### config.mk
export PLATFORM = sky130hd
export DESIGN_NAME = aluUnit
export DESIGN_NICKNAME = d
export VERILOG_FILES = /design/src/hdl/cpuPkg.sv /design/src/hdl/aluUnit.sv
export SDC_FILE = /design/constraint.sdc
export NUM_CORES = 1
export LEC_CHECK = 0
export ABC_AREA = 1
export BUFFER_PORTS_ARGS = -buffer_cell sky130_fd_sc_hd__buf_2
export CAP_MARGIN = 20
export CORE_UTILIZATION = 60
export CTS_BUF_LIST = sky130_fd_sc_hd__clkbuf_2
export DETAILED_ROUTE_END_ITERATION = 10
export PLACE_DENSITY = 0.82
export SYNTH_ARGS = -nofsm -noshare
export SYNTH_HDL_FRONTEND = slang
export SYNTH_SLANG_ARGS = --single-unit
### constraint.sdc
create_clock -name clk -period 3.9 [get_ports clk]
set_clock_uncertainty 0.05 [all_clocks]
set_input_delay 0.39 -clock clk [delete_from_list [all_inputs] [get_ports clk]]
set_output_delay 0.39 -clock clk [all_outputs]
set_load 0.03 [all_outputs]
### src/hdl/cpuPkg.sv
package cpuPkg;

	localparam int memWords = 2048;
	localparam int dataWidth = 16;
	localparam int addrWidth = $clog2(memWords);

	typedef logic [dataWidth-1:0] wordT;	// registers, memory, ports
	typedef logic [addrWidth-1:0] addrT;	// program/data address
	typedef logic [1:0] regSelT;

	// register codes as used in operand words
	localparam regSelT regAx = 2'd0;
	localparam regSelT regBx = 2'd1;
	localparam regSelT regCx = 2'd2;
	localparam regSelT regDx = 2'd3;

	typedef enum logic [15:0] {
		opNop  = 16'h00,
		opScf  = 16'h01,	// cf <= operand bit 0
		opCff  = 16'h02,
		opCof  = 16'h03,
		opCzf  = 16'h04,
		opMov3 = 16'h07,	// reg <= reg
		opMov4 = 16'h08,	// reg <= immediate
		opOut  = 16'h0A,
		opAdd  = 16'h0C,
		opAdc  = 16'h0D,
		opSub  = 16'h0E,
		opSuc  = 16'h0F,
		opCmp  = 16'h14,
		opAnd  = 16'h15,
		opNeg  = 16'h16,
		opNot  = 16'h17,
		opOr   = 16'h18,
		opShl  = 16'h19,
		opShr  = 16'h1A,
		opXor  = 16'h1B,
		opTest = 16'h1C,
		opJmp  = 16'h20,
		opJc   = 16'h21,
		opJnc  = 16'h22,
		opJz   = 16'h23,
		opJnz  = 16'h24,
		opJo   = 16'h25,
		opJno  = 16'h26,
		opIn   = 16'h28,
		opXch  = 16'h29,
		opMov5 = 16'h2A,	// mem[addr] <= reg
		opMov6 = 16'h2B		// reg <= mem[addr]
	} opcodeT;

	typedef enum logic [4:0] {
		aluAdd = 5'h01,
		aluAdc = 5'h02,
		aluSub = 5'h03,
		aluSuc = 5'h04,
		aluAnd = 5'h05,
		aluOr  = 5'h06,
		aluXor = 5'h07,
		aluNot = 5'h08,
		aluNeg = 5'h09,
		aluShl = 5'h0A,
		aluShr = 5'h0B
	} aluOpT;

	typedef enum logic {sExec, sAluWait} ctrlStateT;

endpackage

### src/hdl/aluUnit.sv
`timescale 1ns/10ps

module aluUnit (
	input  logic          clk,
	input  logic          reset,
	input  logic          aluIssue,
	input  cpuPkg::aluOpT aluOp,
	input  cpuPkg::wordT  aluA,
	input  cpuPkg::wordT  aluB,
	input  logic          carryIn,
	output cpuPkg::wordT  result,
	output logic          cOut,
	output logic          zOut,
	output logic          oOut
);
	import cpuPkg::*;

	localparam int msb = dataWidth - 1;

	logic [dataWidth:0] sum;	// extra bit holds carry or borrow
	wordT res;
	logic cin;
	logic c;
	logic o;

	assign cin = (aluOp == aluAdc || aluOp == aluSuc) ? carryIn : 1'b0;

	always_comb begin
		sum = '0;
		res = '0;
		c = carryIn;	// unchanged unless the op defines it
		o = 1'b0;
		case (aluOp)
			aluAdd, aluAdc: begin
				sum = {1'b0, aluA} + {1'b0, aluB} + {{dataWidth{1'b0}}, cin};
				res = sum[msb:0];
				c = sum[dataWidth];
				o = (aluA[msb] == aluB[msb]) && (res[msb] != aluA[msb]);
			end
			aluSub, aluSuc: begin
				sum = {1'b0, aluA} - {1'b0, aluB} - {{dataWidth{1'b0}}, cin};
				res = sum[msb:0];
				c = sum[dataWidth];	// borrow
				o = (aluA[msb] != aluB[msb]) && (res[msb] != aluA[msb]);
			end
			aluAnd: res = aluA & aluB;
			aluOr:  res = aluA | aluB;
			aluXor: res = aluA ^ aluB;
			aluNot: res = ~aluA;
			aluNeg: res = wordT'(0) - aluA;
			aluShl: begin
				res = {aluA[msb-1:0], 1'b0};
				c = aluA[msb];
			end
			aluShr: begin
				res = {1'b0, aluA[msb:1]};
				c = aluA[0];
			end
			default: res = '0;
		endcase
	end

	always_ff @(posedge clk) begin
		if (aluIssue)
			result <= res;
	end

	always_ff @(posedge clk) begin
		if (!reset) begin
			cOut <= 1'b0;
			zOut <= 1'b0;
			oOut <= 1'b0;
		end else if (aluIssue) begin
			cOut <= c;
			zOut <= (res == '0);
			oOut <= o;
		end
	end

endmodule

# Word level (Yosys, flattened, before mapping)

Cells that the tools add are included.

Register bits after elaboration: 19

$add $sub $neg: 5
Bitwise gates (word level): 4
Equal/unequal tests: 15
Reduce and logical (&&, ||, !) cells: 6
Muxes and demuxes: 4

Operators by type and width:

| cell                  | count |
|---|---|
| $pmux 16 s9           | 1 |
| $eq 5x3->1 const B    | 4 |
| $eq 5x4->1 const B    | 4 |
| $add 16x16->17        | 1 |
| $add 17x1->17         | 1 |
| $sub 16x16->17        | 1 |
| $sub 17x1->17         | 1 |
| $and 16x16->16        | 1 |
| $logic_not 16->1      | 1 |
| $not 16->16           | 1 |
| $or 16x16->16         | 1 |
| $sub 1x16->16 const A | 1 |
| $xor 16x16->16        | 1 |
| $eq 5x2->1 const B    | 2 |
| $eq 5x1->1 const B    | 1 |
| $pmux 1 s4            | 1 |
| $reduce_or 2->1       | 2 |
| $ne 1x1->1            | 3 |
| $logic_and 1x1->1     | 2 |
| $pmux 1 s2            | 1 |
| $eq 1x1->1            | 1 |
| $logic_or 1x1->1      | 1 |
| $mux 1                | 1 |

# Depth between registers and ports, before layout

Depth in word-level cells: 7
Gate-level depth with buffers: 24
Mapped depth without buffers: 24

# Least setup slack after synthesis

OpenSTA, ideal clock, no wires.

Path kind: input to register
Start: input aluOp[4]
End: register zOut
Path buffers: 0
Library setup time: 0.070 ns
Path slack: 0.920 ns
Arrival time: 2.860 ns
Stages: 16
Data required time: 3.780 ns
Path through: nor2_1 -> nand3_1 -> o21ai_0 -> nand2_1 -> fa_1 -> fa_1 -> nor2_1 -> o21ai_0 -> or2_2 -> nand3_1 -> nand4_1 -> nor2_1 -> nand2_1 -> nor2_1 -> nand3_1 -> a21oi_1

Word-level cells in the longest chain between the ends: 6
Elaborated cells between the ends (all ways): 19

Ends and longest elaborated chain:

| item                                           | RTL line                     | text |
|---|---|---|
| start, declared                                | aluUnit.sv:7                 | `input cpuPkg::aluOpT aluOp,` |
| $eq 5x2->1 or $eq 5x3->1 (tied branches)       | -                            |  |
| $logic_or 1x1->1                               | aluUnit.sv:26                | `assign cin = (aluOp == aluAdc \|\| aluOp == aluSuc) ? carryIn : 1'b0;` |
| $mux 1                                         | aluUnit.sv:26                |  |
| $sub 17x1->17 or $add 17x1->17 (tied branches) | aluUnit.sv:41, aluUnit.sv:35 |  |
| $pmux 16 s9 (*)                                | aluUnit.sv:33                | `case (aluOp)` |
| named net res[4]                               | aluUnit.sv:21                | `wordT res;` |
| $logic_not 16->1 (*)                           | aluUnit.sv:75                | `zOut <= (res == '0);` |
| end signal, assigned                           | aluUnit.sv:75                |  |
| end, declared                                  | aluUnit.sv:13                | `output logic zOut,` |

Mark *: on every way through the listed nets, which the timed path passes. The rest lies on a longest branch.
A chain may end at the register's enable or synchronous reset.

# Worst setup path in the final report

Start: input aluOp[2]
End: register zOut

Same word-level chain as after synthesis.

==> flow_summary.yaml <==
pwr:
  combPwrFrac: 0.651
  ir_drop_v: 0.00008366
  clkPwrFrac: 0.090
  p_int_mw: 0.4670
  p_sw_frac: 0.5136
  leakage_nw: 2.888
  switchingPower_mw: 0.4932
  powerDensity_nw_per_um2: 191.1
  power_mw: 0.9603
  p_seq_frac: 0.259
global_route:
  grt_util_all_layers: 0.3936
  grt_pass1_vias: 4905
  antenna_found_initial: 0
  grt_pass1_wl_um: 23800
  grt-ovfl-total: 0
  grt_max_degree: 22
synth:
  syn_avg_cell_area_sq_um: 5.462
  netlist_area_sq_um: 4604
  ys_seq_area_frac: 0.1174
  synthCells: 843
  synth_edf_count: 16
  yosys.area.top_type_share: 0.2234
  syn_nets: 951
  ys_types: 31
  yosys_warnings: 0
  synth_top_cell_by_area: "nand2_1"
  synth_area_leaders: "nand2_1, ha_1, inv_1"
  async_flop_share: 0
  synth_ff_type: "edfxtp_1"
  ys_seq_elements: 19
drt:
  drt_first_pass_iters: 6
  vias_per_cell: 5.620
  drt-total-wl_um: 15080
  drt_iter0_drc: 613
  drtAntennaViolNets: 0
  remaining_drc_errors: 0
  vias: 5631
  wl_per_cell_um: 15.05
job:
  maxCapViolations: 0
placed_design:
  gp_congestion: 1.014
  portBuffers: 59
  post-dp-hpwl_um: 12580
floorplanning:
  die_y_um: 89.60
  pin_count: 60
  dieArea_sq_um: 8028
  start_util: 0.6281
  die_width_um: 89.60
  fp-row-count: 31
  core_area_sq_um: 7331
clock_tree:
  clockRootBuffer: "clkbuf_2"
  clock_sinks: 19
  htree_levels: 1
  cts_tree: "built"
  clk_pin_slew_worst_paths_ns: 0.16
  cts_hold_buf: 0
  clk_path_buf_depth: 2
  cts_buffers: 3
  clock_latency_ns: 0.30
  post-cts-setup-buffers: 0
  cts_resized: 0
outcome:
  status: "complete, no violations"
worst_setup_path:
  r2r_end: "oOut"
  rr_startpoint: "oOut"
  slowest_delay_ns: 0.45
  crit_top_cell: "nand2_1"
  crit_start: "aluOp[2]"
  r2r_slack_ns: 3.12
  cp.arrival_ns: 3.63
  reg2reg_depth: 2
  endpoint: "zOut"
  slowest_stage: "fa_1"
  path_class: "in2reg"
  required_ns: 4.10
  critPathMaxFanout: 6
  startpoint_type: "primary input"
  crit_path_end_kind: "flop"
sta:
  max_slew.worst_pin.slew_ns: 1.091
  rsz0062_at_grt: "false"
  timing.final.crit_share: 0.8816
  min_period_ns: 3.438
  fmax_mhz: 290.8
  slew_viol_final: 0
  hold_violations: 0
  max_slew_margin: 0.2699
  finalSetupTns_ns: 0
  setup_viol: 0
finish:
  multi_input_area_sq_um: 3412
  nFillCells: 695
  drive_gt1_frac: 0.08970
  mostFrequentLayoutCells: "nand2_1, inv_1, nor2_1, nand3_1, ha_1"
  layout.nets: 1012
  area_delta_synth_final_pct: 9.158
  antenna_cells: 0
  mostFrequentLayoutCell: "nand2_1"
  seq_area_sq_um: 540.5
min_path:
  hold_class: "in2reg"
[worst min-delay path by stage]
stage / end / slack, ns / cells past startpoint / startpoint
2_1_floorplan: oOut / 0.45 / 1 / aluIssue
3_3_place_gp: cOut / 0.40 / 2 / cOut
3_5_place_dp: cOut / 0.41 / 2 / cOut
4_1_cts: oOut / 0.30 / 3 / reset
5_1_grt: oOut / 0.29 / 3 / reset
6_report: oOut / 0.29 / 3 / reset
[cell type report]
type,instances,share of cell area
Tap cell,99,0.02465
Inverter,161,0.1202
Sequential cell,19,0.1075
Clock buffer,4,0.003983
Timing Repair Buffer,63,0.06472
Multi-Input combinational cell,656,0.6789
[cell usage after synthesis, types with 2 or more instances]
| cell | instances |
|---|---|
| nand3_1 | 87 |
| fa_1 | 4 |
| o21ai_1 | 8 |
| nand4_1 | 10 |
| a21oi_1 | 34 |
| ha_1 | 63 |
| buf_2 | 5 |
| nand3_2 | 3 |
| nand2_1 | 274 |
| nand3b_1 | 2 |
| o22ai_1 | 6 |
| edfxtp_1 | 16 |
| nor2_1 | 110 |
| inv_2 | 5 |
| o21ai_0 | 32 |
| buf_6 | 2 |
| and2_1 | 5 |
| nor3_1 | 4 |
| xor2_1 | 2 |
| dfxtp_1 | 3 |
| inv_1 | 155 |
| or2_2 | 2 |
| nor2_2 | 3 |
[flip-flops by register name (all words and copies together), names as in the netlist]
| register | count |
|---|---|
| cOut | 1 |
| zOut | 1 |
| oOut | 1 |
| result | 16 |
[critical path: cells and delay by family]
family | cells | cell delay [ns]
simple gates | 17 | 1.71
buf+inv | 4 | 0.40
fa+ha+maj | 2 | 0.60
compound gates | 2 | 0.55
[cell families (layout without fill, tap and decap cells)]
| group | count (synthesis) | in the layout | share of synthesized area |
|---|---|---|---|
| adders and majority gates | 67 | 67 | 0.1886 |
| AOI/OAI and AO/OA | 85 | 85 | 0.09701 |
| xor gates and xnor gates | 2 | 2 | 0.003805 |
| buffers and inverters | 168 | 228 | 0.1416 |
| DFF | 19 | 19 | 0.1174 |
| and+or+nand+nor | 502 | 502 | 0.4516 |
[power groups by stage]
| stage | Sequential (mW) | Combinational, mW | Clock (mW) |
|---|---|---|---|
| floorplan | 0.296 | 0.387 | 0 |
| global placement | 0.253 | 0.584 | 0 |
| detailed placement | 0.254 | 0.605 | 0 |
| CTS | 0.249 | 0.608 | 0.0823 |
| global route | 0.253 | 0.702 | 0.0945 |
| finish | 0.249 | 0.625 | 0.0865 |
[per-stage QoR]
stage	hold slack, ns	setup WS, ns	area (sq um)	instances	utilization
after CTS	0.3015	0.5060	5026	1002	0.6856
final	0.2935	0.4618	5026	1002	0.6856
after global placement	0.4032	0.4750	5006	998	0.6829
after floorplan	0.4504	0.9200	4604	843	-
after detailed placement	0.4053	0.1961	5006	998	0.6829
after global routing	0.2898	0.1601	5026	1002	0.6856
[routing by layer]
| layer | share of wire | track usage | wire length (um) |
|---|---|---|---|
| met1 | 0.42 | 0.5211 | 6379 |
| met3 | 0.089 | 0.03382 | 1346 |
| met4 | 0.044 | 0.1919 | 666 |
| met5 | 0 | 0 | 0 |
| met2 | 0.44 | 0.6426 | 6683 |
No activity file was read; power rests on OpenSTA's default activity.
