[config.mk]
export PLATFORM = sky130hd
export DESIGN_NAME = controlUnit
export DESIGN_NICKNAME = d
export VERILOG_FILES = /design/src/hdl/cpuPkg.sv /design/src/hdl/controlUnit.sv
export SDC_FILE = /design/constraint.sdc
export NUM_CORES = 1
export LEC_CHECK = 0
export BUFFER_PORTS_ARGS = -buffer_cell sky130_fd_sc_hd__buf_2
export CORE_UTILIZATION = 24
export DETAILED_ROUTE_END_ITERATION = 6
export PLACE_DENSITY = 0.56
export SLEW_MARGIN = 10
export SYNTH_ARGS = -nofsm -noshare
export SYNTH_HDL_FRONTEND = slang
export SYNTH_SLANG_ARGS = --single-unit
[constraint.sdc]
create_clock -name clk -period 3.35 [get_ports clk]
set_input_delay 0.1675 -clock clk [delete_from_list [all_inputs] [get_ports clk]]
set_output_delay 0.1675 -clock clk [all_outputs]
set_load 0.1 [all_outputs]
[src/hdl/cpuPkg.sv]
package cpuPkg;

	localparam int memWords = 2048;
	localparam int dataWidth = 16;
	localparam int addrWidth = $clog2(memWords);

	typedef logic [dataWidth-1:0] wordT;	// registers, memory, ports
	typedef logic [addrWidth-1:0] addrT;	// program/data address
	typedef logic [1:0] regSelT;

	// register codes as used in operand words
	localparam regSelT regAx = 2'd0;
	localparam regSelT regBx = 2'd1;
	localparam regSelT regCx = 2'd2;
	localparam regSelT regDx = 2'd3;

	typedef enum logic [15:0] {
		opNop  = 16'h00,
		opScf  = 16'h01,	// cf <= operand bit 0
		opCff  = 16'h02,
		opCof  = 16'h03,
		opCzf  = 16'h04,
		opMov3 = 16'h07,	// reg <= reg
		opMov4 = 16'h08,	// reg <= immediate
		opOut  = 16'h0A,
		opAdd  = 16'h0C,
		opAdc  = 16'h0D,
		opSub  = 16'h0E,
		opSuc  = 16'h0F,
		opCmp  = 16'h14,
		opAnd  = 16'h15,
		opNeg  = 16'h16,
		opNot  = 16'h17,
		opOr   = 16'h18,
		opShl  = 16'h19,
		opShr  = 16'h1A,
		opXor  = 16'h1B,
		opTest = 16'h1C,
		opJmp  = 16'h20,
		opJc   = 16'h21,
		opJnc  = 16'h22,
		opJz   = 16'h23,
		opJnz  = 16'h24,
		opJo   = 16'h25,
		opJno  = 16'h26,
		opIn   = 16'h28,
		opXch  = 16'h29,
		opMov5 = 16'h2A,	// mem[addr] <= reg
		opMov6 = 16'h2B		// reg <= mem[addr]
	} opcodeT;

	typedef enum logic [4:0] {
		aluAdd = 5'h01,
		aluAdc = 5'h02,
		aluSub = 5'h03,
		aluSuc = 5'h04,
		aluAnd = 5'h05,
		aluOr  = 5'h06,
		aluXor = 5'h07,
		aluNot = 5'h08,
		aluNeg = 5'h09,
		aluShl = 5'h0A,
		aluShr = 5'h0B
	} aluOpT;

	typedef enum logic {sExec, sAluWait} ctrlStateT;

endpackage

[src/hdl/controlUnit.sv]
`timescale 1ns/10ps

module controlUnit (
	input  logic            clk,
	input  logic            reset,
	input  cpuPkg::wordT    fetch0,
	input  cpuPkg::wordT    fetch1,
	input  cpuPkg::wordT    fetch2,
	input  cpuPkg::wordT    rdData,
	input  cpuPkg::wordT    portIn,
	output cpuPkg::addrT    pc,
	output cpuPkg::addrT    memAddr,
	output logic            memWe,
	output cpuPkg::wordT    memWdata,
	output logic            wrEn,
	output cpuPkg::regSelT  wrSel,
	output cpuPkg::wordT    wrData,
	output logic            xchEn,
	output cpuPkg::regSelT  selA,
	output cpuPkg::regSelT  selB,
	input  cpuPkg::wordT    rdA,
	input  cpuPkg::wordT    rdB,
	output logic            aluIssue,
	output cpuPkg::aluOpT   aluOp,
	output cpuPkg::wordT    aluA,
	output cpuPkg::wordT    aluB,
	output logic            carryIn,
	input  cpuPkg::wordT    result,
	input  logic            cOut,
	input  logic            zOut,
	input  logic            oOut,
	output logic            outStrobe
);
	import cpuPkg::*;

	ctrlStateT state, stateNext;
	opcodeT opcode;
	addrT pcNext;
	addrT target;
	logic cf, zf, of;
	logic cfNext, zfNext, ofNext;
	logic outPulse;
	logic isAlu, aluWb, setC, setO;
	regSelT aluDst;
	addrT aluLen;
	regSelT dstSel, srcSel;

	function automatic aluOpT aluOpFor(opcodeT op);
		case (op)
			opAdc:   aluOpFor = aluAdc;
			opSub:   aluOpFor = aluSub;
			opSuc:   aluOpFor = aluSuc;
			opCmp:   aluOpFor = aluSub;	// flags only
			opAnd:   aluOpFor = aluAnd;
			opTest:  aluOpFor = aluAnd;
			opOr:    aluOpFor = aluOr;
			opXor:   aluOpFor = aluXor;
			opNot:   aluOpFor = aluNot;
			opNeg:   aluOpFor = aluNeg;
			opShl:   aluOpFor = aluShl;
			opShr:   aluOpFor = aluShr;
			default: aluOpFor = aluAdd;
		endcase
	endfunction

	assign opcode = opcodeT'(fetch0);
	assign dstSel = fetch1[3:2];
	assign srcSel = fetch1[1:0];
	assign target = addrT'(fetch1);	// jumps and MOV5 address
	assign aluA = rdA;
	assign aluB = rdB;
	assign carryIn = cf;
	assign memWdata = rdB;
	assign aluOp = aluOpFor(opcode);

	always_comb begin
		pcNext = pc;
		stateNext = state;
		cfNext = cf;
		zfNext = zf;
		ofNext = of;
		wrEn = 1'b0;
		wrSel = dstSel;
		wrData = rdB;
		xchEn = 1'b0;
		selA = dstSel;
		selB = srcSel;
		memWe = 1'b0;
		memAddr = target;
		aluIssue = 1'b0;
		outPulse = 1'b0;
		isAlu = 1'b0;
		aluWb = 1'b1;
		aluDst = dstSel;
		aluLen = addrT'(1);
		setC = 1'b0;
		setO = 1'b0;
		if (reset) begin	// core held while memory loads
			case (opcode)
				opScf: begin
					cfNext = fetch1[0];
					pcNext = pc + addrT'(2);
				end
				opCff, opCof, opCzf: begin	// flag copy into dx
					wrEn = 1'b1;
					wrSel = regDx;
					wrData = wordT'(opcode == opCff ? cf : (opcode == opCof ? of : zf));
					pcNext = pc + addrT'(1);
				end
				opMov3: begin
					wrEn = 1'b1;
					pcNext = pc + addrT'(2);
				end
				opMov4: begin
					wrEn = 1'b1;
					wrSel = srcSel;
					wrData = fetch2;
					pcNext = pc + addrT'(3);
				end
				opMov5: begin
					selB = fetch2[1:0];
					memWe = 1'b1;
					pcNext = pc + addrT'(3);
				end
				opMov6: begin
					memAddr = addrT'(fetch2);
					wrEn = 1'b1;
					wrSel = srcSel;
					wrData = rdData;
					pcNext = pc + addrT'(3);
				end
				opXch: begin
					xchEn = 1'b1;
					pcNext = pc + addrT'(2);
				end
				opIn: begin
					wrEn = 1'b1;
					wrSel = regDx;
					wrData = portIn;
					pcNext = pc + addrT'(1);
				end
				opOut: begin
					if (!outStrobe) begin	// back-to-back OUT waits a cycle
						outPulse = 1'b1;
						pcNext = pc + addrT'(1);
					end
				end
				opAdd, opAdc, opSub, opSuc, opCmp: begin	// dx op ax
					isAlu = 1'b1;
					selA = regDx;
					selB = regAx;
					aluDst = regAx;
					aluWb = (opcode != opCmp);
					setC = 1'b1;
					setO = 1'b1;
				end
				opAnd, opOr, opXor, opTest: begin
					isAlu = 1'b1;
					aluLen = addrT'(2);
					aluWb = (opcode != opTest);
				end
				opNot, opNeg, opShl, opShr: begin	// single operand in bits 1:0
					isAlu = 1'b1;
					aluLen = addrT'(2);
					selA = srcSel;
					aluDst = srcSel;
					setC = (opcode == opShl || opcode == opShr);
				end
				opJmp: pcNext = target;
				opJc:  pcNext = cf ? target : pc + addrT'(2);
				opJnc: pcNext = !cf ? target : pc + addrT'(2);
				opJz:  pcNext = zf ? target : pc + addrT'(2);
				opJnz: pcNext = !zf ? target : pc + addrT'(2);
				opJo:  pcNext = of ? target : pc + addrT'(2);
				opJno: pcNext = !of ? target : pc + addrT'(2);
				default: pcNext = pc + addrT'(1);	// NOP and unknown codes
			endcase
			if (isAlu) begin
				if (state == sExec) begin
					aluIssue = 1'b1;	// pc holds for the wait cycle
					stateNext = sAluWait;
				end else begin
					wrEn = aluWb;
					wrSel = aluDst;
					wrData = result;
					zfNext = zOut;
					if (setC)
						cfNext = cOut;
					if (setO)
						ofNext = oOut;
					pcNext = pc + aluLen;
					stateNext = sExec;
				end
			end
		end
	end

	always_ff @(posedge clk) begin
		if (!reset) begin
			pc <= '0;
			state <= sExec;
			cf <= 1'b0;
			zf <= 1'b0;
			of <= 1'b0;
			outStrobe <= 1'b0;
		end else begin
			pc <= pcNext;
			state <= stateNext;
			cf <= cfNext;
			zf <= zfNext;
			of <= ofNext;
			outStrobe <= outPulse;
		end
	end

	// issue is always followed by exactly one write-back cycle
	assert property (@(posedge clk) disable iff (!reset)
		aluIssue |-> state == sExec ##1 (state == sAluWait && !aluIssue))
		else $error("ALU issue outside sExec");

	assert property (@(posedge clk) disable iff (!reset) outStrobe |=> !outStrobe)
		else $error("OUT strobe held for two cycles");

endmodule

Yosys cells after proc, flatten, opt, wreduce, memory -nomap -nowiden
Memories as Yosys holds them, arrays and structs flattened.
Cells that the tools add are included.
- reductions and logical operators: 16
- equality and inequality tests: 33
- $add $sub $neg: 4
- mux-type cells: 53
- operators with widths (cell ; number):
    $eq 16x6->1 const B ; 11
    $eq 16x5->1 const B ; 9
    $mux 11 ; 12
    $pmux 11 s11 ; 1
    $eq 16x4->1 const B ; 6
    $pmux 16 s4 ; 1
    $mux 16 ; 3
    $eq 16x2->1 const B ; 2
    $eq 16x3->1 const B ; 2
    $ne 16x5->1 const B ; 2
    $mux 1 ; 23
    $add 11x2->11 const B ; 2
    $eq 16x1->1 const B ; 1
    $pmux 2 s2 ; 4
    $reduce_or 13->1 ; 1
    $mux 2 ; 6
    $reduce_or 4->1 ; 3
    $add 11x1->11 const B ; 1
    $add 11x11->11 ; 1
    $logic_not 11->1 ; 1
    $reduce_or 3->1 ; 3
    $reduce_or 8->1 ; 1
    $reduce_or 7->1 ; 1
    $mux 5 ; 1
    other kinds (6) ; 8
- memory bits (read-only): 128
- memories: 1
- register bits: 16
- output and inout port bits: 103
- bits of input ports: 133
- logic and storage cells: 113
- memory list (memory ; words ; bits a word ; read ports ; clocked after memory_dff ; wr ports ; line ; source):
    (no name shown) ; 32 ; 4 ; 1 ; 0 ; 0 ; controlUnit.sv:49 ; case (op)

Longest topological paths before layout
Gate-level depths: netlist of run 1.
- word-level depth: 7
- gate-level depth with buffers: 19
- gate-level depth less buffers: 18

Worst setup path before layout of run 1
OpenSTA, ideal clock, no wires.
- kind: in2out
- from: input fetch0[13]
- to: output selB[0]
- buffers on the path: 1
- required time: 3.182 ns
- stages: 5
- path slack: -2.072 ns
- arrival time: 5.254 ns
- path through: nor4_1 > nand4_1 > clkbuf_1 > nor4_1 > a22o_1
- cells in the longest elaborated chain, start to end: 4
- ends and longest elaborated chain (what ; line ; source):
    start, declared ; controlUnit.sv:6 ; input cpuPkg::wordT fetch0,
    $eq 16x4->1 or $eq 16x5->1 (tied branches) ; controlUnit.sv:99 ; case (opcode)
    $reduce_or 5->1 ; n/a ;
    $pmux 2 s2 (*) ; controlUnit.sv:99 ;
    $mux 2 (*) ; controlUnit.sv:98 ; if (reset) begin
    end, declared ; controlUnit.sv:20 ; output cpuPkg::regSelT selB,
Mark *: on every way between the ends. The rest lies on a longest branch, timed or not.

Worst setup path after layout of run 1
- from: input fetch0[7]
- to: register pc[10]
- cells in the longest elaborated chain, start to end: 7
- ends and longest elaborated chain (what ; line ; source):
    $eq 16x5->1 ; controlUnit.sv:99 ;
    $reduce_or 8->1 (no line) ; n/a ;
    $mux 2 ; controlUnit.sv:99 ;
    $mux 11 ; controlUnit.sv:98 ;
    $add 11x11->11 ; controlUnit.sv:191 ; pcNext = pc + aluLen;
    $mux 11 ; controlUnit.sv:179 ; if (state == sExec) begin
    $mux 11 (*) ; controlUnit.sv:178 ; if (isAlu) begin
    end signal, assigned ; controlUnit.sv:207 ; pc <= pcNext;
    end, declared ; controlUnit.sv:11 ; output cpuPkg::addrT pc,
Mark *: on every way between the ends. The rest lies on a longest branch, timed or not. The select of a mux whose other input is x is not followed.
A chain may end at the register's enable or synchronous reset.

==> metrics.cfg, run 1 <==
[yosys]
synth_largest_type_area_fraction_pct=9.24
mappedNetlistNets=750
ys_types=74
ys_seq_area_share_pct=7.89
postSynthAreaPerCell_sq_um=6.70
synth-seq-cells=16
synth_top_family_by_area=compound AO/OA/AOI/OAI gates
netlist_top_cells_area=sky130_fd_sc_hd__buf_4 (9.2%), sky130_fd_sc_hd__dfxtp_1 (7.9%), sky130_fd_sc_hd__nand2_1 (6.9%), sky130_fd_sc_hd__nor2_1 (4.5%), sky130_fd_sc_hd__a21oi_1 (4.3%)
synth_simple_gate_area_share_pct=30.6
ys_async_sr_fraction_pct=0
synth_enable_flop_cells=0
synthAdderAreaFrac_pct=3.57
synth_area_leader=sky130_fd_sc_hd__buf_4
synth_compound_area_share_pct=33.2
synthesis.yosys.warnings=0
syn_area_sq_um=4060
synth-xor-area-share_pct=4.96
muxShareOfSynthArea_pct=4.62
synth_cells=606
predominant_post_synthesis_flop_cell=sky130_fd_sc_hd__dfxtp_1

[cts]
cts.repair_timing.setup_buffer_count=0
clock_tree.htree_level_count=1
clock_tree.buffer_depth=2
path_clk_slew_ns=0.06
ctsResizeCount=0
clockRootBuffer=sky130_fd_sc_hd__clkbuf_16
total_cts_buffers=3
cts_tree=built
later_pin_clock_latency_in_the_skew_report_ns=0.26
clock_sinks=16
cts-hold-fix-buffers=0

[timing]
finalSetupViolCount=0
worst_pin_slew_ns=0.600
peak_clock_frequency_supported_by_timing_mhz=339
fin_worst_skew_ns=0.00519
hold-worst-slack_ns=0.153
hold_viol_final=0
period_minus_slack_ns=2.95
fin_tns_setup_ns=0
timing.max_slew.rel_slack_pct=59.6
rsz0062_at_grt=false
final-max-slew-violation-count=0
period_share_pct=88.0
postLayoutSetupSlackWorst_ns=0.401

[routing]
drt_first_pass_iters=6
detail_route.wirelength_mm=20.2
count_of_vias_placed_by_the_detailed_router=5525
route.detailed.vias_per_inst=5.61
drt-initial-drc-count=574
drcViolationCount=0
detail_route.wl_per_cell_um=20.6
drtAntennaViolNets=0

[critical_path]
setup.worst_path.class=input port to flip-flop
cp-start-kind=input port
end_kind=flip-flop
timing.critical_path.fanout_max=3
cp_data_required_time_ns=3.50
crit_arrival_ns=3.10

[power_and_ir_drop]
intPower_uw=626
power_frac_comb_pct=62.9
net-switching-power_uw=725
switching_share_pct=53.7
leakagePower_uw=0.00247
seqPwrFrac_pct=15.9
peak_ir_drop_on_the_vdd_network_v=0.000142
power.clock.fraction_pct=21.2
powerDensity_nw_per_um2=233

[finish]
final_cells=984
antennaDiodeCount=0
final_area_sq_um=5810
drive_above_1_share_pct=38.5
syn_to_final_growth_pct=43.1
nets=909

[place]
port_buffers=197
place_inst=980
placement_stage_cell_area_sq_um=5720
worst_setup_slack_post_dpl_ns=0.162
place_hpwl_mm=16.4
globalplace.congestion=0.922

[floorplanning]
fp.dieH_um=132
fp.dieArea_sq_um=17400
die-width_um=132
start_util_pct=24.6
std_cell_rows=47
i_o_pins=236
fp.coreArea_sq_um=16500

[grt]
antenna_violations_before_repair=0
grt.overflow.total=0
grt_util_all_layers_pct=22.4
vias_in_the_first_global_route=5164
maximum_number_of_pins_on_one_net_before_global_route_repair=24
first_pass_grt_wire_length_mm=30.2

[outcome]
run_status=complete, no violations

[hold_path]
type_of_the_worst_min_delay_path=input port to flip-flop

[flow_run]
max-cap-violations=0

[path summary, 6_finish.rpt]
check	cells after the start	slack (ns)	end	start
max	14	0.40	pc[10]	fetch0[7]
min	3	0.15	carryIn	cOut
max reg2reg	8	0.77	pc[8]	of
min reg2reg	2	0.55	zf	zf
[flip-flops by register name (all words and copies together), names as in the netlist]
| register | flops |
|---|---|
| outStrobe | 1 |
| zf | 1 |
| state | 1 |
| pc | 11 |
| of | 1 |
| carryIn | 1 |
[worst max-delay path: stages]
cell	delay (ns)
sky130_fd_sc_hd__buf_2	0.11
sky130_fd_sc_hd__or4_1	0.55
sky130_fd_sc_hd__nor4_1	0.26
sky130_fd_sc_hd__buf_4	0.18
sky130_fd_sc_hd__nand2_1	0.07
sky130_fd_sc_hd__nor2_1	0.23
sky130_fd_sc_hd__inv_1	0.12
sky130_fd_sc_hd__fa_1	0.44
sky130_fd_sc_hd__nand2b_1	0.18
sky130_fd_sc_hd__nor2_1	0.15
sky130_fd_sc_hd__xor2_1	0.08
sky130_fd_sc_hd__a32oi_1	0.16
sky130_fd_sc_hd__nand3_1	0.10
sky130_fd_sc_hd__o31a_1	0.29
[per-layer routing]
metal / part of all wire [%] / up-vias / GRT usage (%) / routed length [um]
li1: - / 2561 / - / -
met4: 4.3 / 0 / 10.6 / 879
met2: 47 / 356 / 38.1 / 9530
met5: 0 / - / 0 / 0
met1: 39 / 2558 / 27.6 / 7890
met3: 9.6 / 50 / 3.27 / 1930
[Yosys cell counts (9+ instances only)]
master and number:
sky130_fd_sc_hd__a21oi_1 35, sky130_fd_sc_hd__a222oi_1 14, sky130_fd_sc_hd__a22o_1 15, sky130_fd_sc_hd__a22oi_1 13
sky130_fd_sc_hd__buf_4 50, sky130_fd_sc_hd__clkbuf_1 33, sky130_fd_sc_hd__dfxtp_1 16, sky130_fd_sc_hd__ha_1 10
sky130_fd_sc_hd__inv_1 18, sky130_fd_sc_hd__mux2_2 14, sky130_fd_sc_hd__nand2_1 75, sky130_fd_sc_hd__nand2b_1 9
sky130_fd_sc_hd__nand3_1 18, sky130_fd_sc_hd__nand4_1 13, sky130_fd_sc_hd__nor2_1 49, sky130_fd_sc_hd__nor3_1 14
sky130_fd_sc_hd__nor4_1 14, sky130_fd_sc_hd__o21ai_0 28, sky130_fd_sc_hd__xnor2_1 12, sky130_fd_sc_hd__xor2_1 11
[power by group through the flow]
| stage | sequential, uW | clock, uW | combinational, uW |
|---|---|---|---|
| final | 214 | 287 | 850 |
| after global routing | 216 | 291 | 883 |
| after CTS | 214 | 286 | 845 |
| after detailed placement | 219 | 0 | 843 |
| after global placement | 219 | 0 | 844 |
| after floorplan | 270 | 0 | 617 |
[cells by family after synthesis]
group,count (synthesis)
AOI/OAI and AO/OA,188
and+or+nand+nor,239
DFF,16
muxes,17
other,1
adders and majority gates,11
buffers and inverters,111
xor gates and xnor gates,23
[metrics by stage]
step	utilization [%]	power (uW)
3_5_place_dp	34.6	1060
3_3_place_gp	34.6	1060
4_1_cts	35.1	1350
2_1_floorplan	-	888
5_1_grt	35.1	1390
6_report	35.1	1350
[cell usage in the layout (no fill, tap or decap), types with 5 or more instances in the layout]
| cell type | Yosys | routed |
|---|---|---|
| sky130_fd_sc_hd__and3_1 | 5 | 5 |
| sky130_fd_sc_hd__a31oi_1 | 7 | 6 |
| sky130_fd_sc_hd__nor2_1 | 49 | 49 |
| sky130_fd_sc_hd__xnor2_1 | 12 | 12 |
| sky130_fd_sc_hd__a21o_1 | 5 | 5 |
| sky130_fd_sc_hd__a22oi_1 | 13 | 13 |
| sky130_fd_sc_hd__o32ai_1 | 6 | 6 |
| sky130_fd_sc_hd__nand2b_1 | 9 | 9 |
| sky130_fd_sc_hd__nand2_1 | 75 | 75 |
| sky130_fd_sc_hd__nor3_1 | 14 | 13 |
| sky130_fd_sc_hd__xor2_1 | 11 | 11 |
| sky130_fd_sc_hd__o21ai_0 | 28 | 26 |
| sky130_fd_sc_hd__buf_2 | 6 | 163 |
| sky130_fd_sc_hd__inv_1 | 18 | 18 |
| sky130_fd_sc_hd__dfxtp_1 | 16 | 16 |
| sky130_fd_sc_hd__nand3_1 | 18 | 18 |
| sky130_fd_sc_hd__a222oi_1 | 14 | 14 |
| sky130_fd_sc_hd__nor4_1 | 14 | 11 |
| sky130_fd_sc_hd__a2111oi_0 | 6 | 6 |
| sky130_fd_sc_hd__nand4_1 | 13 | 13 |
| sky130_fd_sc_hd__ha_1 | 10 | 10 |
| sky130_fd_sc_hd__a22o_1 | 15 | 15 |
| sky130_fd_sc_hd__nor2b_1 | 7 | 7 |
| sky130_fd_sc_hd__buf_12 | 0 | 34 |
| sky130_fd_sc_hd__a21oi_1 | 35 | 32 |
| sky130_fd_sc_hd__buf_4 | 50 | 50 |
| sky130_fd_sc_hd__mux2_2 | 14 | 14 |
| sky130_fd_sc_hd__a211oi_1 | 6 | 6 |
| sky130_fd_sc_hd__nor4_2 | 5 | 8 |
[cell type report]
class                      instances  area, sq um
inverter                          18         67.6
clock buffer                       4         88.8
multi-input combinational        479         3180
fill                            1779        10700
sequential                        16          320
tap                              220          275
timing repair buffer             247         1870
Power figures use the tool's default switching activity.
==> run 2, diff against run 1 <==
--- a/config.mk
+++ b/config.mk
@@ -5,10 +5,11 @@
 export SDC_FILE = /design/constraint.sdc
 export NUM_CORES = 1
 export LEC_CHECK = 0
+export ABC_AREA = 1
 export BUFFER_PORTS_ARGS = -buffer_cell sky130_fd_sc_hd__buf_2
 export CORE_UTILIZATION = 24
 export DETAILED_ROUTE_END_ITERATION = 6
-export PLACE_DENSITY = 0.56
+export PLACE_DENSITY = 0.53
 export SLEW_MARGIN = 10
 export SYNTH_ARGS = -nofsm -noshare
 export SYNTH_HDL_FRONTEND = slang
==> metrics.cfg, run 2 <==
[cts]
total_cts_buffers=3  ; unchanged
clockRootBuffer=sky130_fd_sc_hd__clkbuf_16
clock_tree.htree_level_count=1  ; unchanged
clock_sinks=16  ; unchanged
path_clk_slew_ns=0.06  ; about the same
cts.repair_timing.setup_buffer_count=0  ; unchanged
clock_tree.buffer_depth=2  ; unchanged
ctsResizeCount=0  ; unchanged
later_pin_clock_latency_in_the_skew_report_ns=0.26  ; about the same
cts-hold-fix-buffers=0  ; unchanged
cts_tree=built

[finish]
sequential_cell_area_sq_um=320  ; unchanged
leading_cell_type_in_the_layout_fill_and_taps_excluded=sky130_fd_sc_hd__nand2_1
max_flop_register=pc
final_area_sq_um=6700  ; +15%
final_core_utilization_pct=30.6  ; -4.5 points
largest_reg_flops=11  ; unchanged
antennaDiodeCount=0  ; unchanged
nets=1329  ; +46%
drive_above_1_share_pct=23.5  ; -15 points
syn_to_final_growth_pct=25.0
nFillCells=2561  ; +44%
multi_input_area_sq_um=3980  ; +25%
mostFrequentLayoutCells=sky130_fd_sc_hd__nand2_1 (332), sky130_fd_sc_hd__buf_2 (174), sky130_fd_sc_hd__nor2_1 (119), sky130_fd_sc_hd__inv_1 (118), sky130_fd_sc_hd__nand3_1 (80)

[floorplanning]
die-width_um=151  ; +15%
fp.dieH_um=151  ; +15%
start_util_pct=24.5  ; -0.073 points
fp.coreArea_sq_um=21900  ; +32%
i_o_pins=236  ; unchanged
std_cell_rows=54  ; +15%
fp.dieArea_sq_um=22900  ; +32%

[yosys]
netlist_top_cells_area=sky130_fd_sc_hd__nand2_1 (23%), sky130_fd_sc_hd__nor2_1 (8.4%), sky130_fd_sc_hd__inv_1 (8.3%), sky130_fd_sc_hd__buf_4 (7.7%), sky130_fd_sc_hd__nand3_1 (7.5%)
ys_types=40  ; -46%
postSynthAreaPerCell_sq_um=5.08  ; -24%
synth_area_leader=sky130_fd_sc_hd__nand2_1
synth_largest_type_area_fraction_pct=23.2  ; +14 points
syn_area_sq_um=5360  ; +32%
ys_async_sr_fraction_pct=0  ; unchanged
yosysMostFrequentCell=sky130_fd_sc_hd__nand2_1
synthTopCellsByCount=sky130_fd_sc_hd__nand2_1 (332), sky130_fd_sc_hd__nor2_1 (120), sky130_fd_sc_hd__inv_1 (118)
mappedNetlistNets=1199  ; +60%
synth-seq-cells=16  ; unchanged
synth_enable_flop_cells=0  ; unchanged
synthesis.yosys.warnings=0  ; unchanged
predominant_post_synthesis_flop_cell=sky130_fd_sc_hd__dfxtp_1
ys_seq_area_share_pct=5.97  ; -1.9 points
synth_cells=1055  ; +74%

[place]
port_buffers=197  ; unchanged
place_hpwl_mm=19.7  ; +20%
placement_stage_cell_area_sq_um=6610  ; +16%
globalplace.congestion=0.925  ; +0.34%

[critical_path]
end_kind=flip-flop
cp_top_family=simple AND/OR/NAND/NOR gates
rr_startpoint=pc[0]
setup.worst_path.class=input port to flip-flop
cp_cell_sequence=buf_2, inv_1, ha_1, nand2_1, inv_1, a21oi_1, nand2_1, o21ai_2, ha_1, inv_1, fa_1, inv_1, nand3_1, nor3_1, nand3_1, xor2_1, nand2_1, o21ai_0, inv_1, a21oi_1
crit_arrival_ns=3.20  ; +0.10 ns
timing.critical_path.fanout_max=4  ; +1
critical_path.max_stage_delay_ns=0.36  ; -0.19 ns
critical_register_to_register_path_endpoint=pc[8]
worst-r2r-cell-count=12  ; +4
critical_path.slowest_cell=sky130_fd_sc_hd__fa_1
cp-start-kind=input port
critical_path_buf_inv_count=6  ; +3
regToRegSetupSlack_ns=0.81  ; +0.04 ns
cp_data_required_time_ns=3.54  ; +0.04 ns
worstSetupPathDepth=20  ; +6
cp_common_cell=sky130_fd_sc_hd__inv_1

[hold_path]
type_of_the_worst_min_delay_path=input port to flip-flop
holdPathEnd=carryIn
hold_depth=3  ; unchanged
worst_hold_startpoint=cOut

[timing]
final-max-slew-violation-count=0  ; unchanged
timing.max_slew.rel_slack_pct=54.1  ; -5.5 points
period_minus_slack_ns=3.01  ; +0.0616 ns
period_share_pct=89.9  ; +1.8 points
worst_pin_slew_ns=0.687  ; +0.0874 ns
hold-worst-slack_ns=0.161  ; +0.00848 ns
fin_worst_skew_ns=0.00360  ; -0.00159 ns
finalSetupViolCount=0  ; unchanged
peak_clock_frequency_supported_by_timing_mhz=332  ; -2.0%
rsz0062_at_grt=false
hold_viol_final=0  ; unchanged
fin_tns_setup_ns=0  ; unchanged

[routing]
drtAntennaViolNets=0  ; unchanged
detail_route.wl_per_cell_um=16.7  ; -19%
drt-initial-drc-count=598  ; +4.2%
drt_first_pass_iters=5  ; -1
drcViolationCount=0  ; unchanged
detail_route.wirelength_mm=24.4  ; +21%
count_of_vias_placed_by_the_detailed_router=7176  ; +30%
route.detailed.vias_per_inst=4.90  ; -13%

[grt]
vias_in_the_first_global_route=6676  ; +29%
first_pass_grt_wire_length_mm=36.9  ; +23%
grt.overflow.total=0  ; unchanged
grt_util_all_layers_pct=21.1  ; -1.3 points
maximum_number_of_pins_on_one_net_before_global_route_repair=34  ; +42%
antenna_violations_before_repair=0  ; unchanged

[power_and_ir_drop]
leakagePower_uw=0.00372  ; +50%
peak_ir_drop_on_the_vdd_network_v=0.000241  ; +69%
power.total_uw=1250  ; -7.4%
powerDensity_nw_per_um2=187  ; -20%

[outcome]
run_status=complete, no violations

[flow_run]
max-cap-violations=0  ; unchanged

run 2: cell count changes after synthesis, moves of 14 or more:
cell	delta
sky130_fd_sc_hd__a222oi_1	-14
sky130_fd_sc_hd__a22o_1	-15
sky130_fd_sc_hd__inv_1	+100
sky130_fd_sc_hd__inv_2	+19
sky130_fd_sc_hd__mux2_2	-14
sky130_fd_sc_hd__nand2_1	+257
sky130_fd_sc_hd__nand3_1	+62
sky130_fd_sc_hd__nand4_1	+14
sky130_fd_sc_hd__nor2_1	+71
sky130_fd_sc_hd__nor4_1	-14
sky130_fd_sc_hd__o21ai_0	+47
run 2: power by group:
part,switching (uW),internal (uW),leakage [uW]
clock network,100,182,0.0000442
registers,10.4,193,0.000129
logic,577,188,0.00354
run 2: stage by stage:
stage / worst slack, ns / cells
global route: 0.00337 / 1464
global placement: 0.177 / 1460
detailed placement: 0.0962 / 1460
floorplan: -0.0734 / 1055
finish: 0.340 / 1464
CTS: 0.373 / 1464
run 2: logic make-up after synthesis:
group                      Yosys count  synth area share, %
AOI/OAI and AO/OA                  165                 16.5
xor gates and xnor gates            24                 3.92
adders and majority gates           11                 2.71
buffers and inverters              226                 20.3
DFF                                 16                 5.97
other                                1               0.0699
and+or+nand+nor                    612                 50.4
run 2: area by class of cell:
class,instances,area share (%)
multi-input combinational,813,59.3
sequential,16,4.78
tap,280,5.23
timing repair buffer,212,21.5
clock buffer,4,1.33
inverter,139,7.78
run 2: metal layers:
| metal | vias to the layer above | track usage [%] | share of wire (%) |
|---|---|---|---|
| met5 | - | 0 | 0 |
| met4 | 0 | 5.60 | 2.3 |
| met3 | 35 | 2.51 | 6.4 |
| met2 | 300 | 38.2 | 50 |
| met1 | 3258 | 25.9 | 42 |
| li1 | 3583 | - | - |
run 2: tightest hold or removal path, delay by kind of cell:
family	cells	cell delay (ns)
simple gates	2	0.13
buf+inv	1	0.09
run 2: worst max-delay path by stage:
stage,from,endpoint,slack [ns]
after global placement,fetch0[1],pc[10],0.18
after floorplan,fetch0[11],memAddr[0],-0.07
after global routing,fetch0[1],pc[10],0.003
final,fetch0[1],pc[10],0.34
after CTS,fetch0[1],pc[10],0.37
after detailed placement,fetch0[1],pc[10],0.1
==> run 3, diff against run 2 <==
==> constraint.sdc (replaced) <==
create_clock -name clk -period 3.35 [get_ports clk]
set_input_delay 0.335 -clock clk [delete_from_list [all_inputs] [get_ports clk]]
set_output_delay 0.335 -clock clk [all_outputs]
set_load 0.1 [all_outputs]
==> metrics.cfg, run 3 (synthesis gave the netlist of run 2 again) <==
[outcome]
run_status=complete, no violations

[power_and_ir_drop]
switching_share_pct=55.2  ; +0.31 points
net-switching-power_uw=697  ; +1.4%
leakagePower_uw=0.00379  ; +2.0%
seqPwrFrac_pct=16.2  ; about the same
powerDensity_nw_per_um2=183  ; -2.2%
peak_ir_drop_on_the_vdd_network_v=0.000150  ; -38%
intPower_uw=565  ; +0.11%
power.clock.fraction_pct=20.3  ; -2.3 points
power_frac_comb_pct=63.5  ; +2.4 points

[floorplanning]
fp.coreArea_sq_um=21900  ; unchanged
fp.dieArea_sq_um=22900  ; unchanged
start_util_pct=24.5  ; unchanged
std_cell_rows=54  ; unchanged
i_o_pins=236  ; unchanged
fp.dieH_um=151  ; unchanged
die-width_um=151  ; unchanged

[timing]
period_share_pct=93.8  ; +3.9 points
period_minus_slack_ns=3.14  ; +0.131 ns
hold_viol_final=0  ; unchanged
worst_pin_slew_ns=0.703  ; +0.0161 ns
hold-worst-slack_ns=0.322  ; +0.161 ns
rsz0062_at_grt=false
postLayoutSetupSlackWorst_ns=0.209  ; -0.131 ns
peak_clock_frequency_supported_by_timing_mhz=318  ; -4.2%
fin_tns_setup_ns=0  ; unchanged
finalSetupViolCount=0  ; unchanged
timing.max_slew.rel_slack_pct=52.6  ; -1.5 points
fin_worst_skew_ns=0.00475  ; +0.00115 ns
final-max-slew-violation-count=0  ; unchanged

[cts]
clockRootBuffer=sky130_fd_sc_hd__clkbuf_16
clock_tree.buffer_depth=2  ; unchanged
clock_tree.htree_level_count=1  ; unchanged
cts-hold-fix-buffers=0  ; unchanged
ctsResizeCount=0  ; unchanged
clock_sinks=16  ; unchanged
path_clk_slew_ns=0.06  ; about the same
cts.repair_timing.setup_buffer_count=0  ; unchanged
total_cts_buffers=3  ; unchanged
cts_tree=built
later_pin_clock_latency_in_the_skew_report_ns=0.26  ; about the same

[finish]
nFillCells=2547  ; -0.55%
sequential_cell_area_sq_um=320  ; unchanged
nets=1334  ; +0.38%
antennaDiodeCount=0  ; unchanged
syn_to_final_growth_pct=28.8
mostFrequentLayoutCells=sky130_fd_sc_hd__nand2_1 (332), sky130_fd_sc_hd__buf_2 (165), sky130_fd_sc_hd__nor2_1 (119), sky130_fd_sc_hd__inv_1 (118), sky130_fd_sc_hd__nand3_1 (80)
drive_above_1_share_pct=23.9  ; +0.43 points
largest_reg_flops=11  ; unchanged
final_cells=1468  ; +0.27%
multi_input_area_sq_um=4000  ; +0.50%
max_flop_register=pc
leading_cell_type_in_the_layout_fill_and_taps_excluded=sky130_fd_sc_hd__nand2_1

[critical_path]
cp-start-kind=input port
setup.worst_path.class=input port to primary output
cp_data_required_time_ns=3.01  ; -0.53 ns
worstSetupStartpoint=fetch0[1]
critical_path.max_stage_delay_ns=0.43  ; +0.07 ns
critical_register_to_register_path_endpoint=pc[8]
crit_arrival_ns=2.81  ; -0.39 ns
cp_top_family=simple AND/OR/NAND/NOR gates
rr_startpoint=pc[0]
worst-r2r-cell-count=12  ; unchanged
worstSetupPathDepth=17  ; -15%
regToRegSetupSlack_ns=0.71  ; -0.10 ns
critical_path_buf_inv_count=7  ; +1
timing.critical_path.fanout_max=5  ; +1
cp_cell_sequence=buf_2, inv_1, ha_1, nand2_1, inv_1, a21oi_1, nand2_1, o21ai_2, buf_4, nand2_4, nand2_4, inv_2, nor3_1, buf_4, o21ai_0, nand2_1, buf_12
critical_path.slowest_cell=sky130_fd_sc_hd__nor3_1
end_kind=primary output
worstSetupEndpoint=wrData[0]
cp_common_cell=sky130_fd_sc_hd__nand2_1

[hold_path]
type_of_the_worst_min_delay_path=input port to flip-flop

[place]
globalplace.congestion=0.930  ; +0.55%
place_hpwl_mm=19.9  ; +1.4%
worst_setup_slack_post_dpl_ns=0.194  ; +0.0976 ns
place_inst=1465  ; +0.34%
port_buffers=197  ; unchanged

[grt]
vias_in_the_first_global_route=6754  ; +1.2%
grt_util_all_layers_pct=21.4  ; +0.35 points
first_pass_grt_wire_length_mm=37.5  ; +1.4%
maximum_number_of_pins_on_one_net_before_global_route_repair=38  ; +12%
antenna_violations_before_repair=0  ; unchanged
grt.overflow.total=0  ; unchanged

[routing]
route.detailed.vias_per_inst=5.00  ; +2.0%
count_of_vias_placed_by_the_detailed_router=7338  ; +2.3%
detail_route.wirelength_mm=24.7  ; +1.1%
drcViolationCount=0  ; unchanged
drt_first_pass_iters=5  ; unchanged
drtAntennaViolNets=0  ; unchanged
detail_route.wl_per_cell_um=16.8  ; +0.81%
drt-initial-drc-count=709  ; +19%

[flow_run]
max-cap-violations=0  ; unchanged

==> run 3: layout make-up <==
type	instances	share of cell area, %
inverter	139	7.55
multi-input combinational	813	57.9
clock buffer	3	1.09
tap	280	5.07
sequential	16	4.64
timing repair buffer	217	23.8
==> run 3: power by group through the flow <==
stage	Clock [uW]	Sequential (uW)	Combinational (uW)
2_1_floorplan	0	224	619
3_3_place_gp	0	209	799
3_5_place_dp	0	209	799
4_1_cts	265	204	802
5_1_grt	267	205	836
6_report	256	205	801
==> run 3: worst min path at each step <==
stage	start	endpoint	slack, ns	cells after the start
floorplan	cOut	carryIn	0.47	2
global placement	cOut	carryIn	0.60	3
detailed placement	cOut	carryIn	0.61	3
CTS	cOut	carryIn	0.34	3
global route	cOut	carryIn	0.36	3
finish	cOut	carryIn	0.32	3
==> run 3: worst reg2reg max path, stage by stage (launching register included) <==
cell and delay [ns]:
sky130_fd_sc_hd__dfxtp_1 0.64, sky130_fd_sc_hd__inv_1 0.32, sky130_fd_sc_hd__ha_1 0.32, sky130_fd_sc_hd__nor2_1 0.23, sky130_fd_sc_hd__nand2_1 0.14, sky130_fd_sc_hd__nor2_1 0.22
sky130_fd_sc_hd__xor2_1 0.11, sky130_fd_sc_hd__nand2_1 0.07, sky130_fd_sc_hd__nand2_1 0.07, sky130_fd_sc_hd__nor3_1 0.15, sky130_fd_sc_hd__nand3_1 0.12, sky130_fd_sc_hd__nand2_1 0.09
sky130_fd_sc_hd__a21oi_1 0.06
==> run 3: per-stage QoR <==
stage | util [%] | power, uW | instance area [sq um]
6_report | 31.6 | 1260 | 6910
5_1_grt | 31.6 | 1310 | 6910
4_1_cts | 31.6 | 1270 | 6910
3_5_place_dp | 31.2 | 1010 | 6830
3_3_place_gp | 31.2 | 1010 | 6830
2_1_floorplan | - | 843 | 5410
==> run 3: per-layer routing <==
metal	wire [um]	track usage [%]	vias up
met3	2050	2.40	38
li1	-	-	3594
met1	9980	27.2	3339
met2	12100	37.8	367
met5	0	0	-
met4	580	5.95	0
